**config.mk**
```make
export PLATFORM = sky130hd
export DESIGN_NAME = ipt_dispatch
export DESIGN_NICKNAME = d
export VERILOG_FILES = /design/src/common/ipt_pkg.sv /design/src/hw/ipt_hash.sv /design/src/hw/ipt_dispatch.sv
export SDC_FILE = /design/constraint.sdc
export NUM_CORES = 1
export LEC_CHECK = 0
export BUFFER_PORTS_ARGS = -buffer_cell sky130_fd_sc_hd__buf_2
export CAP_MARGIN = 20
export CORE_MARGIN = 2
export CORE_UTILIZATION = 35
export DETAILED_ROUTE_END_ITERATION = 8
export PLACE_DENSITY = 0.67
export SLEW_MARGIN = 20
export SYNTH_ARGS = -nofsm -noshare
export SYNTH_HDL_FRONTEND = slang
export SYNTH_SLANG_ARGS = --single-unit
```
**constraint.sdc**
```tcl
create_clock -name clk -period 2.9 [get_ports clk]
set_clock_uncertainty 0.1 [all_clocks]
set_input_delay 0.435 -clock clk [delete_from_list [all_inputs] [get_ports clk]]
set_output_delay 0.435 -clock clk [all_outputs]
set_load 0.005 [all_outputs]
```
**src/common/ipt_pkg.sv**
```systemverilog
package ipt_pkg;

	// ======================================================================
	// Field widths
	// ======================================================================

	// Address space id width
	localparam int ASID_W  = 10;
	// Virtual page number width
	localparam int VA_W    = 32;
	// Width of the table hash
	localparam int HASH_W  = 16;
	// Physical page number width
	localparam int PPN_W   = 20;
	// Request tag width, enough for sixteen lookups in flight
	localparam int TAG_W   = 4;
	// The hash mask is a full word
	localparam int MASK_W  = 32;
	// Chain link index width, must equal the per-bank index width
	localparam int LINK_W  = 8;
	// Probe counter width in a result
	localparam int PROBE_W = 3;

	typedef logic [VA_W-1:0] vaddr_t;

	// ======================================================================
	// Payload structs
	// ======================================================================

	// One translation request from the host
	typedef struct packed {
		logic [TAG_W-1:0]  tag;
		logic [ASID_W-1:0] asid;
		vaddr_t            vpn;
		logic [MASK_W-1:0] mask;
	} ipt_req_t;

	// One inverted page table entry, link points into the same bank
	typedef struct packed {
		logic              valid;
		logic [ASID_W-1:0] asid;
		vaddr_t            vpn;
		logic [PPN_W-1:0]  ppn;
		logic              link_valid;
		logic [LINK_W-1:0] link;
	} ipt_entry_t;

	// One lookup result; ppn is zero on a miss
	typedef struct packed {
		logic [TAG_W-1:0]   tag;
		logic               hit;
		logic [PPN_W-1:0]   ppn;
		logic [PROBE_W-1:0] probes;
	} ipt_result_t;

endpackage

```
**src/hw/ipt_hash.sv**
```systemverilog
`timescale 1ns/1ns

module ipt_hash import ipt_pkg::*; (
	input  logic [ASID_W-1:0] asid,
	input  vaddr_t            vpn,
	input  logic [MASK_W-1:0] mask,
	output logic [HASH_W-1:0] hash
);

	// Shift amount taken from the lowest set mask bit
	logic [4:0]        sh;
	// Asid moved up to where the mask starts
	logic [VA_W-1:0]   asid_sh;
	// Low ten bits always pass, the mask gates the bits above them
	logic [VA_W+9:0]   mask_r;
	logic [VA_W-1:0]   mixed;

	// Scan from the top so the last hit is the lowest set bit
	// A zero mask leaves the shift at zero
	always_comb begin
		sh = 5'd0;
		for (int i = MASK_W - 1; i >= 0; i--) begin
			if (mask[i])
				sh = i[4:0];
		end
	end

	always_comb
		asid_sh = {{(VA_W-ASID_W){1'b0}}, asid} << sh;

	always_comb
		mask_r = {mask, 10'h3FF};

	// Fold the asid into the page number
	always_comb
		mixed = vpn ^ asid_sh;

	// Only the low HASH_W bits are kept
	always_comb
		hash = mixed[HASH_W-1:0] & mask_r[HASH_W-1:0];

endmodule

```
**src/hw/ipt_dispatch.sv**
```systemverilog
`timescale 1ns/1ns

module ipt_dispatch import ipt_pkg::*; #(
	parameter int N_WALK = 4,
	parameter int IDX_W  = 8
) (
	input  logic              clk,
	input  logic              rst_n,
	input  logic              req_valid,
	input  ipt_req_t          req,
	input  logic [N_WALK-1:0] walk_full,
	output logic              busy,
	output logic [N_WALK-1:0] push,
	output ipt_req_t          push_req,
	output logic [IDX_W-1:0]  push_idx,
	output logic [HASH_W-1:0] push_hash
);

	localparam int BANK_W = $clog2(N_WALK);

	// Registered copy of the host request
	logic              hold_valid;
	ipt_req_t          hold_req;
	logic [HASH_W-1:0] hash;
	logic [BANK_W-1:0] bank;
	logic              pushed;

	always_ff @(posedge clk)
		if (req_valid)
			hold_req <= req;

	// The request waits here until its bank has room
	always_ff @(posedge clk) begin
		if (!rst_n)
			hold_valid <= 1'b0;
		else if (req_valid)
			hold_valid <= 1'b1;
		else if (pushed)
			hold_valid <= 1'b0;
	end

	ipt_hash u_hash (
		.asid (hold_req.asid),
		.vpn  (hold_req.vpn),
		.mask (hold_req.mask),
		.hash (hash)
	);

	// Low hash bits select the bank, the next bits the start entry
	assign bank     = hash[BANK_W-1:0];
	assign push_idx = hash[BANK_W +: IDX_W];

	assign pushed = hold_valid && !walk_full[bank];

	// Only the owning walker sees a strobe
	always_comb begin
		push = '0;
		push[bank] = pushed;
	end

	assign push_req  = hold_req;
	assign push_hash = hash;

	// Host must wait while a request is held or any queue is full
	assign busy = hold_valid || (|walk_full);

endmodule

```
==> Word-level counts from Yosys, hierarchy flattened <==
Index checks and enable logic that the tools add are counted.
{ "classes": {"add_sub_neg": 0, "multipliers": 0, "div": 0, "n_lt_le_gt_ge": 2, "n_eq_ne": 0, "shift": 1, "n_mux": 38, "bitwise": 3, "reduce_logical": 6} }
{ "ops": {"columns": ["cell", "n"], "rows": [
  ["5-bit 2-to-1 mux", 32],
  ["16-bit AND", 1],
  ["10-bit by 5-bit left shift with 16-bit output", 1],
  ["16-bit bitwise XOR", 1],
  ["4-bit AND", 1],
  ["1-bit 2-to-1 mux", 4],
  ["4-bit OR reduction", 1],
  ["2-bit by 3-bit less-than comparator with 1-bit output, second input constant", 1],
  ["1-bit binary-select mux with 2-bit select", 1],
  ["1-bit demux with 2-bit select", 1],
  ["2-bit by 1-bit >= comparator with 1-bit output, second input constant", 1],
  ["1-bit logical AND", 2],
  ["2-bit nonzero test", 1],
  ["1-bit logical NOT", 1],
  ["1-bit logical OR", 1]
]} }
{ "totals": {"register_bits": 79, "latchBits": 0, "mem_bits_rw": 0, "romBits": 0, "in_bits": 85, "output_inout_bits": 107, "elab_cells": 55, "n_memories": 0} }

==> Longest topological paths before layout <==
{ "depth": {"depth_word": 41, "mapped_depth": 11, "ltp_nobuf": 9} }

==> Modules after synthesis <==
Synthesis repeated with hierarchy kept, for this count alone.
{ "hier_totals": {"hier_cells": 252, "area_unflattened_um2": 3611.0} }
{ "modules_own_cells": {"columns": ["mod", "instances", "cells_each", "area_each_um2", "seq_area_each_um2"], "rows": [
  ["ipt_dispatch", 1, 101, 2517.4, 2362.3],
  ["ipt_hash", 1, 151, 1093.5, 0.0]
]} }

==> Least setup slack after synthesis <==
No wires, ideal clock.
{ "synth_path": {"path_kind": "reg-to-output", "startpoint": "register hold_req (netlist bit push_req[20])", "endpoint": "output port push_idx[6]", "arrival_time_ps": 2562, "setup_slack_ps": -197, "stages_incl_launch_ff": 12, "cell_sequence": "edfxtp_1 or3_1 a221o_1 a21oi_4 o211a_1 buf_6 buf_12 mux2i_2 mux2i_4 mux2i_1 a311o_1 buf_4"} }
{ "synth_between": {"elab_chain_len": 24} }
{ "synth_lines": {"columns": ["element", "line", "source"], "rows": [
  ["from (decl)", "ipt_dispatch.sv:23", "ipt_req_t hold_req;"],
  ["from (signal assigned)", "ipt_dispatch.sv:30", "hold_req <= req;"],
  ["5-bit 2-to-1 mux (21 in a row)", "ipt_hash.sv:23", "if (mask[i])"],
  ["10-bit by 5-bit left shift with 16-bit output", "ipt_hash.sv:29", "asid_sh = {{(VA_W-ASID_W){1'b0}}, asid} << sh;"],
  ["16-bit bitwise XOR", "ipt_hash.sv:36", "mixed = vpn ^ asid_sh;"],
  ["16-bit AND", "ipt_hash.sv:40", "hash = mixed[HASH_W-1:0] & mask_r[HASH_W-1:0];"],
  ["to (decl)", "ipt_dispatch.sv:15", "output logic [IDX_W-1:0] push_idx,"]
]} }
Every way passes these cells.

==> Worst setup path in the final report <==
{ "layout_path": {"startpoint": "register hold_req (netlist bit push_req[9])", "endpoint": "output port push_idx[6]"} }
{ "layout_between": {"elab_chain_len": 13} }
{ "layout_lines": {"columns": ["element", "line"], "rows": [
  ["5-bit 2-to-1 mux (10 in a row)", "ipt_hash.sv:23"],
  ["10-bit by 5-bit left shift with 16-bit output", "ipt_hash.sv:29"],
  ["16-bit bitwise XOR", "ipt_hash.sv:36"],
  ["16-bit AND", "ipt_hash.sv:40"]
]} }
Every way passes these cells.

==> results.sh <==
export IMPL_critPathMaxFanout=5
export IMPL_h_tree_depth=3
export IMPL_grt_pass1_wl_um=16500
export IMPL_yosysUniqueCellTypes=56
export IMPL_crit_chain="nor2b_1 -> o21bai_1 -> nand4_1 -> buf_4 -> o211ai_4 -> nand3_1 -> or4_1 -> a311o_1 -> buf_2"
export IMPL_grt_pass1_vias=3457
export IMPL_endpoint_kind="primary output"
export IMPL_dr_first_iter_drc_count=115
export IMPL_cp_depth=9
export IMPL_first_pass_iters=4
export IMPL_synth_edf_count=78
export IMPL_finalNetCount=645
export IMPL_stdcell_count=701
export IMPL_max_slew_margin_rel_pct=34.0
export IMPL_cts_tree="built"
export IMPL_nFillCells=919
export IMPL_startpoint_type="flip-flop"
export IMPL_power_total_mw=2.97
export IMPL_fp_dieH_um=108
export IMPL_crit_required_ns=2.37
export IMPL_globalRouteTotalUtil_pct=18.4
export IMPL_synth_nets=372
export IMPL_ys_flop_type="edfxtp_1"
export IMPL_status="finished, violations left"
export IMPL_cp_num_buf_inv=2
export IMPL_drive_gt1_share_pct=60.7
export IMPL_fin_hold_ws_ns=0.149
export IMPL_cts_buffers=9
export IMPL_dpl_instance_area_sq_um=5340
export IMPL_hold_buffers=0
export IMPL_antenna_found_initial=0
export IMPL_cpMaxStageDelayCell="or4_1"
export IMPL_yosys_register_bits=79
export IMPL_cp_arrival_ns=2.97
export IMPL_whs_path_depth=1
export IMPL_ir_worst_vdd_uv=294
export IMPL_die_area_sq_um=11600
export IMPL_reg2regPathDepth=12
export IMPL_viasPerCell=4.92
export IMPL_critPathTopFamily="simple AND/OR/NAND/NOR gates"
export IMPL_clk_latency_ns=0.35
export IMPL_vias=3447
export IMPL_synth_area_leaders="edfxtp_1 62%, mux2i_1 3.5%, nor2_1 2.0%, nor3_1 1.6%, buf_4 1.6%"
export IMPL_violations="negative setup slack"
export IMPL_avgSynthCellArea_sq_um=13.1
export IMPL_yosys_warnings=0
export IMPL_setup_ws_ns=-0.603
export IMPL_leakagePower_nw=2.53
export IMPL_maxCapViolations=0
export IMPL_synth_top_area_share_pct=62.2
export IMPL_finalCritPeriodShare_pct=121
export IMPL_finalSetupViolCount=28
export IMPL_yosys_cell_count_top_type="edfxtp_1"
export IMPL_ctsLongestPathBuffers=2
export IMPL_slew_viol_final=0
export IMPL_stdcell_area_sq_um=5880
export IMPL_coreArea_sq_um=10400
export IMPL_route_detailed_drc=0
export IMPL_cts_sinks=79
export IMPL_pin_count=192
export IMPL_synth_cells=287
export IMPL_syn_area_sq_um=3760
export IMPL_synth_area_leader_cell="edfxtp_1"
export IMPL_p_per_area_nw_per_um2=504
export IMPL_worst_slew_pin_slew_ns=0.990
export IMPL_yosysSeqAreaShare_pct=62.7
export IMPL_cts_root_buf="clkbuf_8"
export IMPL_grt_ovfl_total=0
export IMPL_hold_viol=0
export IMPL_hold_class="in -> reg"
export IMPL_portBuffers=191
export IMPL_cpPeakStageDelay_ns=0.48
export IMPL_routedWlPerCell_um=15.9
export IMPL_netlist_top_cells_count="78 x edfxtp_1, 20 x nor2_1, 15 x nand2_1, 13 x inv_1, 13 x mux2i_1"
export IMPL_async_reset_ff_share_pct=0
export IMPL_antennaDiodeCount=0
export IMPL_rows=37
export IMPL_place_hpwl_um=8450
export IMPL_path_class="reg -> out"
export IMPL_pre_cts_ws_ns=-0.342
export IMPL_grt_max_degree=80
export IMPL_area_growth_pct=56.3
export IMPL_start_util_pct=36.3
export IMPL_path_clk_slew_ns=0.08
export IMPL_postRouteAntennaNets=0
export IMPL_die_w_um=108
export IMPL_min_period_ns=3.50
export IMPL_achievable_frequency_mhz=285
export IMPL_wl_um=11100
export IMPL_place_congestion=0.835
export IMPL_rsz0062_at_grt="yes"
export IMPL_dp_cells=672
## final timing paths
check	from	end	slack, ns
worst max-delay path	push_req[9]	push_idx[6]	-0.60
worst min-delay path	req[1]	push_req[1]	0.15
worst max register to register	push_req[20]	hold_valid	0.09
worst min register to register	hold_valid	hold_valid	0.49
## cell families (layout without fill, tap and decap cells)
family / count (synthesis) / count (layout) / synth area share (%)
and+or+nand+nor: 100 / 100 / 14.3
DFF: 79 / 79 / 62.7
AOI/OAI and AO/OA: 57 / 57 / 11.8
buffers and inverters: 26 / 304 / 4.29
muxes: 18 / 18 / 5.32
xor gates and xnor gates: 7 / 7 / 1.63
## worst reg2reg max path: stages, from the launching register on
cell and delay, ns:
edfxtp_1 0.41, or3_1 0.38, a221o_1 0.31, a21oi_4 0.14
buf_4 0.15, o211ai_4 0.11, buf_4 0.20, nand4_1 0.11
xor2_1 0.23, buf_4 0.15, buf_4 0.10, mux2i_1 0.20
o221ai_1 0.11
## stage by stage
step	util [%]	TNS [ns]
CTS	55.2	-13.55
floorplan	-	-0.475
finish	56.7	-12.67
detailed placement	51.5	-5.96
global placement	51.5	-4.42
global route	56.7	-16.52
## per-layer routing
layer	vias to the layer above	share of wire (%)	wire length, um	track usage [%]
li1	1666	-	-	-
met1	1643	40	4440	21.9
met2	118	51	5730	31.3
met3	20	6.4	708	5.33
met4	0	2.4	268	7.14
met5	-	0	0	0
## power breakdown
part           total (mW)  internal [mW]  switching [mW]
Clock               0.801          0.395           0.406
Sequential           1.44           1.36          0.0768
Combinational       0.729          0.397           0.332
Total                2.97           2.15           0.814
## flip-flops by register name, summed over array words and instances (netlist names)
register and flops:
hold_valid 1, push_req 78
## cells in the final DEF (no fill, tap or decap), types with 7 or more instances in the layout
master / Yosys / layout
a21oi_1: 11 / 7
buf_2: 2 / 190
buf_4: 8 / 79
clkbuf_8: 0 / 9
edfxtp_1: 78 / 78
inv_1: 13 / 13
mux2i_1: 13 / 10
nand2_1: 15 / 13
nand3_1: 9 / 8
nor2_1: 20 / 15
nor2b_1: 7 / 7
nor3_1: 12 / 8
o211ai_1: 8 / 8
## cell type report
class / count / area [sq um] / share of cell area [%]
clock buffers: 10 / 128 / 2.17
inverters: 13 / 48.8 / 0.829
repair buffers: 275 / 1620 / 27.6
multi-input cells: 182 / 1490 / 25.3
clock inverters: 6 / 61.3 / 1.04
flip-flops and latches: 79 / 2360 / 40.2
well taps: 136 / 170 / 2.89
## what timing repair did
action | CTS | global route
pin swaps | 11 | 15
endpoints found under the setup margin | 28 | 29
resized for setup | 33 | 24
setup buffers | 8 | 5
Note: power is estimated with default switching activity, not from simulation.
